$ cat src/design/cubic_pkg.sv
`default_nettype none

package cubic_pkg;

    localparam int PIX_W  = 8;
    localparam int FRAC_W = 8;   // Q0.8

    typedef logic [PIX_W-1:0]  pixel_t;
    typedef logic [FRAC_W-1:0] frac_t;

    // kernel widths
    localparam int COEF_W      = 12;  // a and b reach +-1530
    localparam int ACC_W       = 36;  // signed horner accumulator
    localparam int ROUND_SHIFT = 25;  // 2^24 scale plus the factor 2 in d

endpackage

`default_nettype wire

$ cat src/design/scaler_pkg.sv
`default_nettype none

package scaler_pkg;

    // source image and memory map
    localparam int IMG_W      = 100;
    localparam int ROW_W      = 7;   // one row or column field
    localparam int ADDR_W     = 14;
    localparam int TABLE_ROW  = 101; // sram row holding the fraction table
    localparam int RESULT_COL = 1;

    // run control
    localparam int CREDITS    = 2;   // result slots inside the engine
    localparam int DIV_CYCLES = 8;   // one quotient bit per cycle
    localparam int SPAN_W     = 6;   // sh/th inputs

    // peers on the shared sram port, highest priority first
    typedef enum logic [1:0] {
        REQ_TABLE = 2'd0,
        REQ_WB    = 2'd1,
        REQ_FETCH = 2'd2
    } sram_req_t;

endpackage

`default_nettype wire

$ cat src/design/bicubic_column.sv
`timescale 1ns/1ps
`default_nettype none

module bicubic_column (
    input  wire                           CLK,
    input  wire                           RST,
    input  wire [scaler_pkg::ROW_W-1:0]   v0_i,
    input  wire [scaler_pkg::ROW_W-1:0]   h0_i,
    input  wire [scaler_pkg::SPAN_W-1:0]  sh_i,
    input  wire [scaler_pkg::SPAN_W-1:0]  th_i,
    output logic [scaler_pkg::ADDR_W-1:0] rom_addr_o,
    input  wire cubic_pkg::pixel_t        rom_data_i,
    output logic                          sram_cen_o,
    output logic                          sram_wen_o,
    output logic [scaler_pkg::ADDR_W-1:0] sram_addr_o,
    output cubic_pkg::pixel_t             sram_wdata_o,
    input  wire cubic_pkg::pixel_t        sram_rdata_i,
    output logic                          done_o
);
    import scaler_pkg::*;
    import cubic_pkg::*;

    logic              div_start, div_done, table_done;
    logic [SPAN_W-1:0] dividend;
    frac_t             div_quot, tb_wdata, frac;
    logic              tb_req, tb_grant, wb_req, wb_grant, fe_req, fe_grant;
    logic [ADDR_W-1:0] tb_addr, wb_addr, fe_addr;
    pixel_t            wb_wdata, p0, p1, p2, p3;
    logic              rdata_valid, sample_valid, credit_return, last_write, fetch_done;

    frac_divider u_div (
        .CLK(CLK), .RST(RST), .div_start_i(div_start), .dividend_i(dividend),
        .divisor_i(th_i - SPAN_W'(1)), .quotient_o(div_quot), .div_done_o(div_done)
    );

    frac_table_builder u_table (
        .CLK(CLK), .RST(RST), .th_i(th_i), .div_start_o(div_start), .dividend_o(dividend),
        .quotient_i(div_quot), .div_done_i(div_done), .req_o(tb_req), .addr_o(tb_addr),
        .wdata_o(tb_wdata), .grant_i(tb_grant), .table_done_o(table_done)
    );

    sram_arbiter u_arb (
        .CLK(CLK), .RST(RST),
        .tb_req_i(tb_req), .tb_addr_i(tb_addr), .tb_we_i(1'b1), .tb_wdata_i(tb_wdata),
        .tb_grant_o(tb_grant),
        .wb_req_i(wb_req), .wb_addr_i(wb_addr), .wb_we_i(1'b1), .wb_wdata_i(wb_wdata),
        .wb_grant_o(wb_grant),
        .fe_req_i(fe_req), .fe_addr_i(fe_addr), .fe_we_i(1'b0), .fe_wdata_i('0),
        .fe_grant_o(fe_grant),
        .sram_cen_o(sram_cen_o), .sram_wen_o(sram_wen_o), .sram_addr_o(sram_addr_o),
        .sram_wdata_o(sram_wdata_o), .rdata_valid_o(rdata_valid)
    );

    column_fetcher u_fetch (
        .CLK(CLK), .RST(RST), .table_done_i(table_done), .v0_i(v0_i), .h0_i(h0_i),
        .sh_i(sh_i), .th_i(th_i), .req_o(fe_req), .addr_o(fe_addr), .grant_i(fe_grant),
        .rdata_valid_i(rdata_valid), .sram_rdata_i(sram_rdata_i), .rom_addr_o(rom_addr_o),
        .rom_data_i(rom_data_i), .sample_valid_o(sample_valid), .p0_o(p0), .p1_o(p1),
        .p2_o(p2), .p3_o(p3), .frac_o(frac), .credit_return_i(credit_return),
        .fetch_done_o(fetch_done)
    );

    cubic_engine u_engine (
        .CLK(CLK), .RST(RST), .th_i(th_i), .sample_valid_i(sample_valid),
        .p0_i(p0), .p1_i(p1), .p2_i(p2), .p3_i(p3), .frac_i(frac),
        .req_o(wb_req), .addr_o(wb_addr), .wdata_o(wb_wdata), .grant_i(wb_grant),
        .credit_return_o(credit_return), .last_write_o(last_write)
    );

    // sticky until reset, one cycle after the last row is written
    always_ff @(posedge CLK) begin
        if (RST) begin
            done_o <= 1'b0;
        end else if (last_write && fetch_done) begin
            done_o <= 1'b1;
        end
    end

endmodule

`default_nettype wire

$ cat src/design/column_fetcher.sv
`timescale 1ns/1ps
`default_nettype none

module column_fetcher (
    input  wire                           CLK,
    input  wire                           RST,
    input  wire                           table_done_i,
    input  wire [scaler_pkg::ROW_W-1:0]   v0_i,
    input  wire [scaler_pkg::ROW_W-1:0]   h0_i,
    input  wire [scaler_pkg::SPAN_W-1:0]  sh_i,
    input  wire [scaler_pkg::SPAN_W-1:0]  th_i,
    output logic                          req_o,
    output logic [scaler_pkg::ADDR_W-1:0] addr_o,
    input  wire                           grant_i,
    input  wire                           rdata_valid_i,
    input  wire cubic_pkg::frac_t         sram_rdata_i,
    output logic [scaler_pkg::ADDR_W-1:0] rom_addr_o,
    input  wire cubic_pkg::pixel_t        rom_data_i,
    output logic                          sample_valid_o,
    output cubic_pkg::pixel_t             p0_o,
    output cubic_pkg::pixel_t             p1_o,
    output cubic_pkg::pixel_t             p2_o,
    output cubic_pkg::pixel_t             p3_o,
    output cubic_pkg::frac_t              frac_o,
    input  wire                           credit_return_i,
    output logic                          fetch_done_o
);
    import scaler_pkg::*;
    import cubic_pkg::*;

    localparam int CRED_W = $clog2(CREDITS + 1);

    typedef enum logic [2:0] {
        ST_WAIT,
        ST_TREQ,
        ST_TDATA,
        ST_ROM,
        ST_SEND,
        ST_DONE
    } state_t;

    state_t            state_q;
    logic [ROW_W-1:0]  quot_q;
    logic [ROW_W-1:0]  rem_q;    // j*(SH-1) mod (TH-1)
    logic [ROW_W-1:0]  rem_sum;
    logic [ROW_W-1:0]  th_m1;
    logic [ROW_W-1:0]  rom_row;
    logic [SPAN_W-1:0] row_q;    // target row j
    logic [CRED_W-1:0] credit_q;
    logic [2:0]        phase_q;
    pixel_t            gather_q [4];
    frac_t             frac_q;

    assign th_m1   = ROW_W'(th_i) - 1'b1;
    assign rem_sum = rem_q + ROW_W'(sh_i) - 1'b1;
    // rows quot-1 .. quot+2, phase 4 only collects the last pixel
    assign rom_row = v0_i + quot_q + ROW_W'(phase_q[1:0]) - 1'b1;

    always_ff @(posedge CLK) begin
        if (RST) begin
            state_q <= ST_WAIT;
            quot_q  <= '0;
            rem_q   <= '0;
            row_q   <= '0;
            phase_q <= '0;
        end else begin
            case (state_q)
                ST_WAIT: begin
                    // no credit, no table read
                    if (table_done_i && credit_q != '0) state_q <= ST_TREQ;
                end
                ST_TREQ: begin
                    if (grant_i) state_q <= ST_TDATA;
                end
                ST_TDATA: begin
                    if (rdata_valid_i) begin
                        state_q <= ST_ROM;
                        phase_q <= '0;
                    end
                end
                ST_ROM: begin
                    phase_q <= phase_q + 1'b1;
                    if (phase_q == 3'd4) state_q <= ST_SEND;
                end
                ST_SEND: begin
                    if (rem_sum >= th_m1) begin  // wrap, next source row
                        rem_q  <= rem_sum - th_m1;
                        quot_q <= quot_q + 1'b1;
                    end else begin
                        rem_q <= rem_sum;
                    end
                    row_q   <= row_q + 1'b1;
                    state_q <= (row_q == th_i - 1'b1) ? ST_DONE : ST_WAIT;
                end
                default: state_q <= ST_DONE;
            endcase
        end
    end

    always_ff @(posedge CLK) begin
        if (state_q == ST_TDATA && rdata_valid_i) frac_q <= sram_rdata_i;
        if (state_q == ST_ROM && phase_q != 3'd0) begin
            gather_q[0] <= gather_q[1];
            gather_q[1] <= gather_q[2];
            gather_q[2] <= gather_q[3];
            gather_q[3] <= rom_data_i;  // one cycle behind its address
        end
    end

    always_ff @(posedge CLK) begin
        if (RST) begin
            credit_q <= CRED_W'(CREDITS);
        end else if (sample_valid_o && !credit_return_i) begin
            credit_q <= credit_q - 1'b1;
        end else if (credit_return_i && !sample_valid_o) begin
            credit_q <= credit_q + 1'b1;
        end
    end

    assign req_o          = (state_q == ST_TREQ);
    assign addr_o         = {ROW_W'(TABLE_ROW), rem_q};
    assign rom_addr_o     = ADDR_W'(rom_row) * ADDR_W'(IMG_W) + ADDR_W'(h0_i);
    assign sample_valid_o = (state_q == ST_SEND);
    assign p0_o           = gather_q[0];
    assign p1_o           = gather_q[1];
    assign p2_o           = gather_q[2];
    assign p3_o           = gather_q[3];
    assign frac_o         = frac_q;
    assign fetch_done_o   = (state_q == ST_DONE);

    // credits returned by the engine never exceed what was handed out
    assert property (@(posedge CLK) disable iff (RST)
        credit_q <= CRED_W'(CREDITS) && (sample_valid_o -> credit_q != '0));

endmodule

`default_nettype wire

$ cat src/design/cubic_engine.sv
`timescale 1ns/1ps
`default_nettype none

module cubic_engine (
    input  wire                           CLK,
    input  wire                           RST,
    input  wire [scaler_pkg::SPAN_W-1:0]  th_i,
    input  wire                           sample_valid_i,
    input  wire cubic_pkg::pixel_t        p0_i,
    input  wire cubic_pkg::pixel_t        p1_i,
    input  wire cubic_pkg::pixel_t        p2_i,
    input  wire cubic_pkg::pixel_t        p3_i,
    input  wire cubic_pkg::frac_t         frac_i,
    output logic                          req_o,
    output logic [scaler_pkg::ADDR_W-1:0] addr_o,
    output cubic_pkg::pixel_t             wdata_o,
    input  wire                           grant_i,
    output logic                          credit_return_o,
    output logic                          last_write_o
);
    import scaler_pkg::*;
    import cubic_pkg::*;

    typedef logic signed [COEF_W-1:0] coef_t;
    typedef logic signed [ACC_W-1:0]  acc_t;

    coef_t            x0, x1, x2, x3;  // zero-extended pixels
    coef_t            a1_q, b1_q, c1_q, d1_q, c2_q, d2_q, d3_q;
    frac_t            f1_q, f2_q, f3_q;
    acc_t             h2_q, h3_q, s, rnd;
    logic             v1_q, v2_q, v3_q;
    logic [ROW_W-1:0] in_row_q, row1_q, row2_q, row3_q;
    pixel_t           res;
    pixel_t           buf_pix [2];
    logic [ROW_W-1:0] buf_row [2];
    logic             wr_ptr_q, rd_ptr_q;
    logic [1:0]       count_q;

    assign x0 = coef_t'(p0_i);
    assign x1 = coef_t'(p1_i);
    assign x2 = coef_t'(p2_i);
    assign x3 = coef_t'(p3_i);

    // last stage: finish horner, round by 2^24, shift, clamp
    assign s   = h3_q * acc_t'(f3_q) + (acc_t'(d3_q) <<< 24);
    assign rnd = (s + (acc_t'(1) <<< (ROUND_SHIFT - 1))) >>> ROUND_SHIFT;
    always_comb begin
        if (rnd < 0)                          res = '0;
        else if (rnd > acc_t'(2**PIX_W - 1))  res = '1;
        else                                  res = rnd[PIX_W-1:0];
    end

    always_ff @(posedge CLK) begin
        a1_q <= x3 - x0 + 3 * (x1 - x2);  // coefficients
        b1_q <= 2 * x0 - 5 * x1 + 4 * x2 - x3;
        c1_q <= x2 - x0;
        d1_q <= 2 * x1;
        f1_q <= frac_i;
        row1_q <= in_row_q;
        h2_q <= acc_t'(a1_q) * acc_t'(f1_q) + (acc_t'(b1_q) <<< 8);  // a*f + 256b
        c2_q <= c1_q;
        d2_q <= d1_q;
        f2_q <= f1_q;
        row2_q <= row1_q;
        h3_q <= h2_q * acc_t'(f2_q) + (acc_t'(c2_q) <<< 16);
        d3_q <= d2_q;
        f3_q <= f2_q;
        row3_q <= row2_q;
        if (v3_q) begin
            buf_pix[wr_ptr_q] <= res;
            buf_row[wr_ptr_q] <= row3_q;
        end
    end

    always_ff @(posedge CLK) begin
        if (RST) begin
            {v1_q, v2_q, v3_q} <= 3'b000;
            in_row_q <= '0;
            wr_ptr_q <= 1'b0;
            rd_ptr_q <= 1'b0;
            count_q  <= '0;
        end else begin
            {v1_q, v2_q, v3_q} <= {sample_valid_i, v1_q, v2_q};
            if (sample_valid_i) in_row_q <= in_row_q + 1'b1;
            if (v3_q) wr_ptr_q <= ~wr_ptr_q;
            if (grant_i) rd_ptr_q <= ~rd_ptr_q;
            count_q <= count_q + {1'b0, v3_q} - {1'b0, grant_i};
        end
    end

    assign req_o           = (count_q != '0);
    assign addr_o          = {buf_row[rd_ptr_q], ROW_W'(RESULT_COL)};
    assign wdata_o         = buf_pix[rd_ptr_q];
    assign credit_return_o = grant_i;  // slot freed
    assign last_write_o    = grant_i && buf_row[rd_ptr_q] == ROW_W'(th_i) - 1'b1;

    // the fetcher's credits keep the two-entry buffer from overflowing
    assert property (@(posedge CLK) disable iff (RST) v3_q |-> count_q < 2'd2 || grant_i);

endmodule

`default_nettype wire

$ cat src/design/frac_divider.sv
`timescale 1ns/1ps
`default_nettype none

module frac_divider (
    input  wire                          CLK,
    input  wire                          RST,
    input  wire                          div_start_i,
    input  wire [scaler_pkg::SPAN_W-1:0] dividend_i,
    input  wire [scaler_pkg::SPAN_W-1:0] divisor_i,
    output cubic_pkg::frac_t             quotient_o,
    output logic                         div_done_o
);
    import scaler_pkg::*;
    import cubic_pkg::*;

    localparam int CNT_W = $clog2(DIV_CYCLES);

    logic [SPAN_W:0]  rem_q;    // partial remainder, stays below divisor
    logic [SPAN_W:0]  rem_src;
    logic [SPAN_W:0]  rem_shl;
    logic             fits;
    logic [CNT_W-1:0] cnt_q;
    logic             busy_q;
    frac_t            quot_q;

    // first bit is resolved in the start cycle itself
    assign rem_src = div_start_i ? {1'b0, dividend_i} : rem_q;
    assign rem_shl = {rem_src[SPAN_W-1:0], 1'b0};
    assign fits    = rem_shl >= {1'b0, divisor_i};

    always_ff @(posedge CLK) begin
        if (RST) begin
            busy_q     <= 1'b0;
            cnt_q      <= '0;
            div_done_o <= 1'b0;
        end else begin
            div_done_o <= 1'b0;
            if (div_start_i) begin
                busy_q <= 1'b1;
                cnt_q  <= CNT_W'(DIV_CYCLES - 1);
            end else if (busy_q) begin
                cnt_q <= cnt_q - 1'b1;
                if (cnt_q == CNT_W'(1)) begin  // last bit this cycle
                    busy_q     <= 1'b0;
                    div_done_o <= 1'b1;
                end
            end
        end
    end

    // restoring step, quotient frozen once busy drops
    always_ff @(posedge CLK) begin
        if (div_start_i || busy_q) begin
            rem_q  <= fits ? rem_shl - {1'b0, divisor_i} : rem_shl;
            quot_q <= {quot_q[FRAC_W-2:0], fits};
        end
    end

    assign quotient_o = quot_q;

endmodule

`default_nettype wire

$ cat src/design/frac_table_builder.sv
`timescale 1ns/1ps
`default_nettype none

module frac_table_builder (
    input  wire                           CLK,
    input  wire                           RST,
    input  wire [scaler_pkg::SPAN_W-1:0]  th_i,
    output logic                          div_start_o,
    output logic [scaler_pkg::SPAN_W-1:0] dividend_o,
    input  wire cubic_pkg::frac_t         quotient_i,
    input  wire                           div_done_i,
    output logic                          req_o,
    output logic [scaler_pkg::ADDR_W-1:0] addr_o,
    output cubic_pkg::frac_t              wdata_o,
    input  wire                           grant_i,
    output logic                          table_done_o
);
    import scaler_pkg::*;

    typedef enum logic [1:0] {
        ST_START,
        ST_WAIT,
        ST_WRITE,
        ST_DONE
    } state_t;

    state_t            state_q;
    logic [SPAN_W-1:0] k_q;     // table entry being built
    logic              last_k;

    assign last_k = (k_q == th_i - SPAN_W'(2));

    always_ff @(posedge CLK) begin
        if (RST) begin
            state_q <= ST_START;
            k_q     <= '0;
        end else begin
            case (state_q)
                ST_START: state_q <= ST_WAIT;
                ST_WAIT: begin
                    if (div_done_i) state_q <= ST_WRITE;
                end
                ST_WRITE: begin
                    if (grant_i && last_k) begin
                        state_q <= ST_DONE;
                    end else if (grant_i) begin
                        k_q     <= k_q + 1'b1;
                        state_q <= ST_START;
                    end
                end
                default: state_q <= ST_DONE;  // held until reset
            endcase
        end
    end

    assign div_start_o  = (state_q == ST_START);
    assign dividend_o   = k_q;  // divisor th-1 comes from the top
    assign req_o        = (state_q == ST_WRITE);
    assign addr_o       = {ROW_W'(TABLE_ROW), ROW_W'(k_q)};
    assign wdata_o      = quotient_i;  // divider holds it until next start
    assign table_done_o = (state_q == ST_DONE);

    // the divider answers only while an entry waits for it
    assert property (@(posedge CLK) disable iff (RST) div_done_i |-> state_q == ST_WAIT);

endmodule

`default_nettype wire

$ cat src/design/sram_arbiter.sv
`timescale 1ns/1ps
`default_nettype none

module sram_arbiter (
    input  wire                           CLK,
    input  wire                           RST,
    input  wire                           tb_req_i,
    input  wire [scaler_pkg::ADDR_W-1:0]  tb_addr_i,
    input  wire                           tb_we_i,
    input  wire cubic_pkg::pixel_t        tb_wdata_i,
    output logic                          tb_grant_o,
    input  wire                           wb_req_i,
    input  wire [scaler_pkg::ADDR_W-1:0]  wb_addr_i,
    input  wire                           wb_we_i,
    input  wire cubic_pkg::pixel_t        wb_wdata_i,
    output logic                          wb_grant_o,
    input  wire                           fe_req_i,
    input  wire [scaler_pkg::ADDR_W-1:0]  fe_addr_i,
    input  wire                           fe_we_i,
    input  wire cubic_pkg::pixel_t        fe_wdata_i,
    output logic                          fe_grant_o,
    output logic                          sram_cen_o,
    output logic                          sram_wen_o,
    output logic [scaler_pkg::ADDR_W-1:0] sram_addr_o,
    output cubic_pkg::pixel_t             sram_wdata_o,
    output logic                          rdata_valid_o
);
    import scaler_pkg::*;

    sram_req_t sel;
    logic      any_req;
    logic      sel_we;

    always_comb begin
        sel = REQ_FETCH;
        if (tb_req_i) begin
            sel = REQ_TABLE;
        end else if (wb_req_i) begin
            sel = REQ_WB;
        end
    end

    assign any_req    = tb_req_i | wb_req_i | fe_req_i;
    assign tb_grant_o = tb_req_i;  // top priority never waits
    assign wb_grant_o = (sel == REQ_WB);
    assign fe_grant_o = fe_req_i && (sel == REQ_FETCH);

    always_comb begin
        case (sel)
            REQ_TABLE: begin
                sram_addr_o  = tb_addr_i;
                sel_we       = tb_we_i;
                sram_wdata_o = tb_wdata_i;
            end
            REQ_WB: begin
                sram_addr_o  = wb_addr_i;
                sel_we       = wb_we_i;
                sram_wdata_o = wb_wdata_i;
            end
            default: begin
                sram_addr_o  = fe_addr_i;
                sel_we       = fe_we_i;
                sram_wdata_o = fe_wdata_i;
            end
        endcase
    end

    assign sram_cen_o = !any_req;             // active low
    assign sram_wen_o = !(any_req && sel_we); // low means write

    // read data shows up one cycle after a granted read
    always_ff @(posedge CLK) begin
        if (RST) rdata_valid_o <= 1'b0;
        else     rdata_valid_o <= any_req && !sel_we;
    end

    // a waiting peer keeps its request and address until granted
    assert property (@(posedge CLK) disable iff (RST)
        wb_req_i && !wb_grant_o |=> wb_req_i && $stable(wb_addr_i));
    assert property (@(posedge CLK) disable iff (RST)
        fe_req_i && !fe_grant_o |=> fe_req_i && $stable(fe_addr_i));

endmodule

`default_nettype wire

$ cat config.mk
export PLATFORM = sky130hd
export DESIGN_NAME = bicubic_column
export DESIGN_NICKNAME = d
export VERILOG_FILES = /design/src/design/cubic_pkg.sv /design/src/design/scaler_pkg.sv /design/src/design/bicubic_column.sv /design/src/design/column_fetcher.sv /design/src/design/cubic_engine.sv /design/src/design/frac_divider.sv /design/src/design/frac_table_builder.sv /design/src/design/sram_arbiter.sv
export SDC_FILE = /design/constraint.sdc
export NUM_CORES = 2
export LEC_CHECK = 0
export BUFFER_PORTS_ARGS = -buffer_cell sky130_fd_sc_hd__buf_2
export CORE_MARGIN = 8
export CORE_UTILIZATION = 35
export DETAILED_ROUTE_END_ITERATION = 16
export PLACE_DENSITY = 0.56
export REMOVE_ABC_BUFFERS = 1
export SETUP_SLACK_MARGIN = 0.2
export SLEW_MARGIN = 20
export SYNTH_ARGS = -nofsm -noshare
export SYNTH_HDL_FRONTEND = slang
export SYNTH_SLANG_ARGS = --single-unit
$ cat constraint.sdc
create_clock -name CLK -period 10.47 [get_ports CLK]
set_clock_uncertainty 0.15 [all_clocks]
set_input_delay 1.047 -clock CLK [delete_from_list [all_inputs] [get_ports CLK]]
set_output_delay 1.047 -clock CLK [all_outputs]
set_load 0.01 [all_outputs]
# Yosys cells after proc, flatten, opt, wreduce, memory -nomap -nowiden
# Memories as Yosys holds them, arrays and structs flattened. A register that Yosys moved wholly into a read port is not among the register bits.
# Index checks and enable logic that the tools add are counted.
# totals
regBits,268
ramBits,62
inputBits,44
memories,3
# mem_list
name,words,word_bits,read_ports,rd_ports_with_merged_regs,wr,line_no,rtl
u_fetch.gather_q,4,8,4,0,4,column_fetcher.sv:51,pixel_t gather_q [4];
u_engine.buf_pix,2,8,1,1,1,cubic_engine.sv:34,pixel_t buf_pix [2];
u_engine.buf_row,2,7,1,1,1,cubic_engine.sv:35,logic [ROW_W-1:0] buf_row [2];
# classes
addsub,32
multipliers,6
magnitude_cmp,4
eq_ne,20
mux,37
bitwise_logic,6
reduce_logical,32
# ops
cell,n
multiplier 36 x 9 -> 36 bit,2
adder 36 x 26 -> 36 bit (second input constant),1
adder 36 x 28 -> 36 bit,1
adder 36 x 34 -> 36 bit,1
multiplier 3 x 32 -> 12 bit (first input constant),1
case mux 14 bit (2 select lines),1
subtractor 8 x 8 -> 9 bit,3
two-way mux 3 bit,8
adder 21 x 20 -> 22 bit,1
multiplier 12 x 9 -> 21 bit,1
two-way mux 8 bit,2
case mux 8 bit (2 select lines),1
case mux 3 bit (5 select lines),1
adder 14 x 7 -> 14 bit,1
adder 7 x 1 -> 7 bit (second input constant),2
subtractor 7 x 1 -> 7 bit (second input constant),2
two-way mux 1 bit,13
adder 12 x 11 -> 12 bit,1
adder 12 bit,1
adder 6 x 1 -> 6 bit (second input constant),2
== test 6 bit,2
multiplier 7 x 5 -> 12 bit (second input constant),1
two-way mux 2 bit,6
two-way mux 6 bit,2
other kinds (45),80

# Longest topological paths before layout
# logic_depth
word_depth,8
depth_mapped,22
mapped_depth_nobuf,22

# By module
# Synthesis repeated with hierarchy kept, for this count alone.
# unflattened
cells_unflattened,3329
hier_area_um2,32911.6
# by_module_without_submodules
module,n_inst,cells_each,area_each_um2,seq_area_each_um2
cubic_engine,1,2592,25847.3,4504.3
column_fetcher,1,464,4634.4,1761.7
frac_divider,1,84,1032.2,520.5
frac_table_builder,1,85,701.9,160.2
sram_arbiter,1,86,573.0,20.0
bicubic_column,1,18,122.6,20.0

# Worst setup path before layout
# Ideal clock, no wire load.
# synth_timing
path_kind,input to output
start,input port v0_i[1] in the netlist's numbering
end,output port rom_addr_o[13] in the netlist's numbering
arrival_ns,5.309
setup_slack_ns,3.964
cell_stages,18
path_cell_list,inv_1 -> ha_1 -> inv_1 -> fa_1 -> ha_1 -> fa_1 -> xor2_1 -> ha_1 -> ha_1 -> fa_1 -> ha_1 -> a21oi_1 -> o21bai_1 -> xor2_1 -> nor3b_1 -> nand3_1 -> xnor2_1 -> xnor2_1
# synth_between
elab_chain_len,5
# synth_rtl
item,line_no,rtl
from (decl),bicubic_column.sv:7,"input wire [scaler_pkg::ROW_W-1:0] v0_i,"
adder 7 bit,column_fetcher.sv:57,assign rom_row = v0_i + quot_q + ROW_W'(phase_q[1:0]) - 1'b1;
adder 7 x 2 -> 7 bit,column_fetcher.sv:57,
subtractor 7 x 1 -> 7 bit,column_fetcher.sv:57,
multiplier 7 x 5 -> 12 bit,column_fetcher.sv:122,assign rom_addr_o = ADDR_W'(rom_row) * ADDR_W'(IMG_W) + ADDR_W'(h0_i);
adder 14 x 7 -> 14 bit,column_fetcher.sv:122,
to (decl),bicubic_column.sv:11,"output logic [scaler_pkg::ADDR_W-1:0] rom_addr_o,"
# Every way passes these cells.

# Worst setup path after layout
# Ends and elaborated chain as after synthesis.

==> flow_metrics.tcl <==
set metrics [dict create \
    run_status "finished, final reports clean" \
    drv_slew 0 \
    yosysWarningCount 0 \
    dp.final_hpwl_um 53470 \
    ys_top_cells_by_count "595 x sky130_fd_sc_hd__inv_1, 474 x sky130_fd_sc_hd__fa_1, 366 x sky130_fd_sc_hd__ha_1" \
    post-cts-setup-buffers 0 \
    layout-drive-gt1-share 0.05401 \
    ys_seq_elements 311 \
    crit_family "adder cells" \
    dieArea_um2 101000 \
    power_density_nw_per_um2 95.36 \
    dp_slack_ns 3.512 \
    drc 0 \
    cts-htree-levels 2 \
    synth_area_um2 31890 \
    max_cap_violations 0 \
    final.setup.tns_ns 0 \
    static_leakage_power_nw 17.09 \
    min_from "u_engine.row2_q[3]$_DFF_P_" \
    worst_skew_late_latency_ns 0.56 \
    initialDrtViolationCount 722 \
    hold_path.class "register to register" \
    max_incr_delay_on_cp_ns 0.47 \
    crit_chain "buf_2 -> inv_1 -> ha_1 -> inv_1 -> fa_1 -> ha_1 -> fa_1 -> xor2_1 -> ha_1 -> ha_1 -> fa_1 -> ha_1 -> a21oi_1 -> o21bai_1 -> xor2_1 -> nor3b_1 -> nand3_1 -> xnor2_1 -> xnor2_1 -> buf_2" \
    postSynthCellCount 3192 \
    setup.worst_path.class "primary input to output pin" \
    ioPinCount 83 \
    worst_r2r_startpoint "u_engine.f3_q[0]$_DFF_P_" \
    clkTransAtPathRegs_ns 0.06 \
    postSynth.topFlopCell "sky130_fd_sc_hd__dfxtp_1" \
    place.port_buffers 78 \
    vias_in_the_first_global_route 22070 \
    pin_count_of_the_biggest_net_entering_global_routing 59 \
    overall_fraction_of_global_route_tracks_in_use 0.1336 \
    grt_first_pass_wirelength_um 112600 \
    cpMostUsedCell "sky130_fd_sc_hd__ha_1" \
    worst_slack_ns 3.500 \
    synth_largest_area_cell "sky130_fd_sc_hd__fa_1" \
    worst_slew_pin_slew_ns 1.116 \
    routabilityCongestion 0.8026 \
    vertical_extent_of_the_die_um 317.9 \
    syn_area_per_cell_um2 9.990 \
    design.core.area_um2 90150 \
    cts_tree "done" \
    fin_nets 4134 \
    ir_worst_vdd_mv 0.2155 \
    die_x_um 317.9 \
    timing.critical_path.from_type "primary input" \
    crit_fanout 3 \
    worst_ep_required_ns 9.27 \
    endpoint_kind "output pin" \
    overall_power_after_layout_mw 3.323 \
    post_cts_resize_count 0 \
    synth.lib_cells_used.distinct 62 \
    timing.critical_path.from "v0_i[1]" \
    finalSetupViolCount 0 \
    final-hold-violation-count 0 \
    critical_path.slowest_cell "sky130_fd_sc_hd__fa_1" \
    worstPathBufferInverterCount 4 \
    layout_min_cycle_time_ns 6.970 \
    number_of_buffers_added_by_the_clock_tree_synthesis_step 37 \
    initial_utilization 0.3537 \
    synth_edf_count 84 \
    layout-area-overhead-vs-synth_pct 9.268 \
    worstPathArrival_ns 5.77 \
    clock.fmax_ghz 0.1435 \
    clk_root_buffer_cell "sky130_fd_sc_hd__clkbuf_16" \
    utilization 0.3865 \
    wl_per_cell_um 15.06 \
    postRouteAntennaNets 0 \
    max_slew_margin 0.2547 \
    postCtsHoldBufs 0 \
    grt_setup_unrepaired "false" \
    min_period_over_period 0.6657 \
    rows 110 \
    gr-total-overflow 0 \
    cts_buffer_depth 3 \
    vias 20580 \
    synth_largest_type_area_fraction 0.2976 \
    number_of_clock_sinks_seen_by_cts 311 \
    initial_antenna_violation_count 0 \
    route.detailed.vias_per_inst 4.622 \
    synth-seq-area-share 0.2216 \
    synth_top_cells_by_area "sky130_fd_sc_hd__fa_1 30%, sky130_fd_sc_hd__ha_1 14%, sky130_fd_sc_hd__dfxtp_1 14%" \
    dr.pass1.iters 5 \
    postRouteWirelength_um 67070 \
    synth_most_common_cell "sky130_fd_sc_hd__inv_1" \
    async_flop_share 0 \
    insertedDiodeCount 0 \
]
cell families after synthesis:
| kind of cell | synth area share |
|---|---|
| AOI/OAI and AO/OA | 0.06623 |
| adders and majority gates | 0.4412 |
| xor gates and xnor gates | 0.05305 |
| buffers and inverters | 0.07937 |
| muxes | 0.009652 |
| and+or+nand+nor | 0.1289 |
| DFF | 0.2216 |
placed cells by master, fill, tap and decap left out, types with 11 or more instances in the layout:
master                        n
sky130_fd_sc_hd__nor2_1     102
sky130_fd_sc_hd__nand2_1    295
sky130_fd_sc_hd__buf_2       78
sky130_fd_sc_hd__a21o_1      52
sky130_fd_sc_hd__and2_1     309
sky130_fd_sc_hd__dfxtp_1    227
sky130_fd_sc_hd__nor2b_1     15
sky130_fd_sc_hd__ha_1       366
sky130_fd_sc_hd__edfxtp_1    84
sky130_fd_sc_hd__nand3_1     20
sky130_fd_sc_hd__a211oi_1    16
sky130_fd_sc_hd__o21a_1      19
sky130_fd_sc_hd__mux2i_1     24
sky130_fd_sc_hd__inv_1      595
sky130_fd_sc_hd__nor3_1      12
sky130_fd_sc_hd__clkbuf_16   39
sky130_fd_sc_hd__o21bai_1    32
sky130_fd_sc_hd__xnor2_1    127
sky130_fd_sc_hd__nand2b_1    13
sky130_fd_sc_hd__xor2_1      63
sky130_fd_sc_hd__o21ai_0     46
sky130_fd_sc_hd__a21oi_1    112
sky130_fd_sc_hd__fa_1       474
sky130_fd_sc_hd__nand4_1     11
sky130_fd_sc_hd__buf_4       16
path summary, 6_finish.rpt:
| check | slack [ns] | endpoint | depth (start not counted) |
|---|---|---|---|
| hold / removal | 0.17 | u_engine.row3_q[3]$_DFF_P_ | 0 |
| setup reg to reg | 3.58 | u_engine.buf_pix[1][5]$_DFFE_PP_ | 18 |
| hold reg to reg | 0.17 | u_engine.row3_q[3]$_DFF_P_ | 0 |
| setup / recovery | 3.50 | rom_addr_o[13] | 20 |
metrics by stage:
step | hold slack (ns) | std cells | instance area (µm²)
4_1_cts | 0.1670 | 4452 | 34820
3_3_place_gp | 0.1605 | 4386 | 33590
3_5_place_dp | 0.1621 | 4386 | 33590
6_report | 0.1667 | 4453 | 34840
5_1_grt | 0.1725 | 4453 | 34840
2_1_floorplan | 0.1596 | 3116 | 31600
worst reg2reg max path: stages (launching register included):
cell	delay [ns]
sky130_fd_sc_hd__dfxtp_1	0.77
sky130_fd_sc_hd__buf_4	0.36
sky130_fd_sc_hd__nand2_1	0.11
sky130_fd_sc_hd__fa_1	0.49
sky130_fd_sc_hd__inv_1	0.05
sky130_fd_sc_hd__fa_1	0.53
sky130_fd_sc_hd__fa_1	0.44
sky130_fd_sc_hd__fa_1	0.49
sky130_fd_sc_hd__ha_1	0.31
sky130_fd_sc_hd__ha_1	0.31
sky130_fd_sc_hd__a211oi_1	0.24
sky130_fd_sc_hd__o21ai_1	0.10
sky130_fd_sc_hd__o21ai_1	0.20
sky130_fd_sc_hd__nand3_1	0.23
sky130_fd_sc_hd__a211o_1	0.40
sky130_fd_sc_hd__a221o_1	0.38
sky130_fd_sc_hd__o31ai_1	0.28
sky130_fd_sc_hd__mux2i_1	0.66
sky130_fd_sc_hd__o21a_1	0.26
area by class of cell:
class | instances | area [µm²]
Clock buffer | 45 | 1010
Multi-Input combinational cell | 2209 | 22310
Fill cell | 8878 | 55300
Timing Repair Buffer | 95 | 538.0
Tap cell | 1176 | 1471
Sequential cell | 311 | 7067
Inverter | 596 | 2237
Clock inverter | 21 | 214.0
sequential cells by signal, summed over array words and instances (netlist names), 9 cells and up, named ones only:
register	cells
u_engine.h3_q	36
u_engine.b1_q	12
u_engine.a1_q	12
u_engine.c1_q	9
u_engine.buf_row	14
u_engine.buf_pix	16
u_engine.h2_q	22
u_engine.c2_q	9
u_fetch.gather_q	32
layer usage:
layer  up-vias  global-route usage  part of all wire
met4         0             0.03135             0.020
met2       213              0.2345              0.49
met5         -                   0                 0
li1      10120                   -                 -
met1     10180              0.1760              0.46
met3        73             0.01448             0.025
where the power goes:
group / total, mW / switching [mW] / internal, mW
logic: 0.728 / 0.407 / 0.320
registers: 1.29 / 0.0243 / 1.27
clock network: 1.30 / 0.549 / 0.753
No activity file was read; power rests on OpenSTA's default activity.
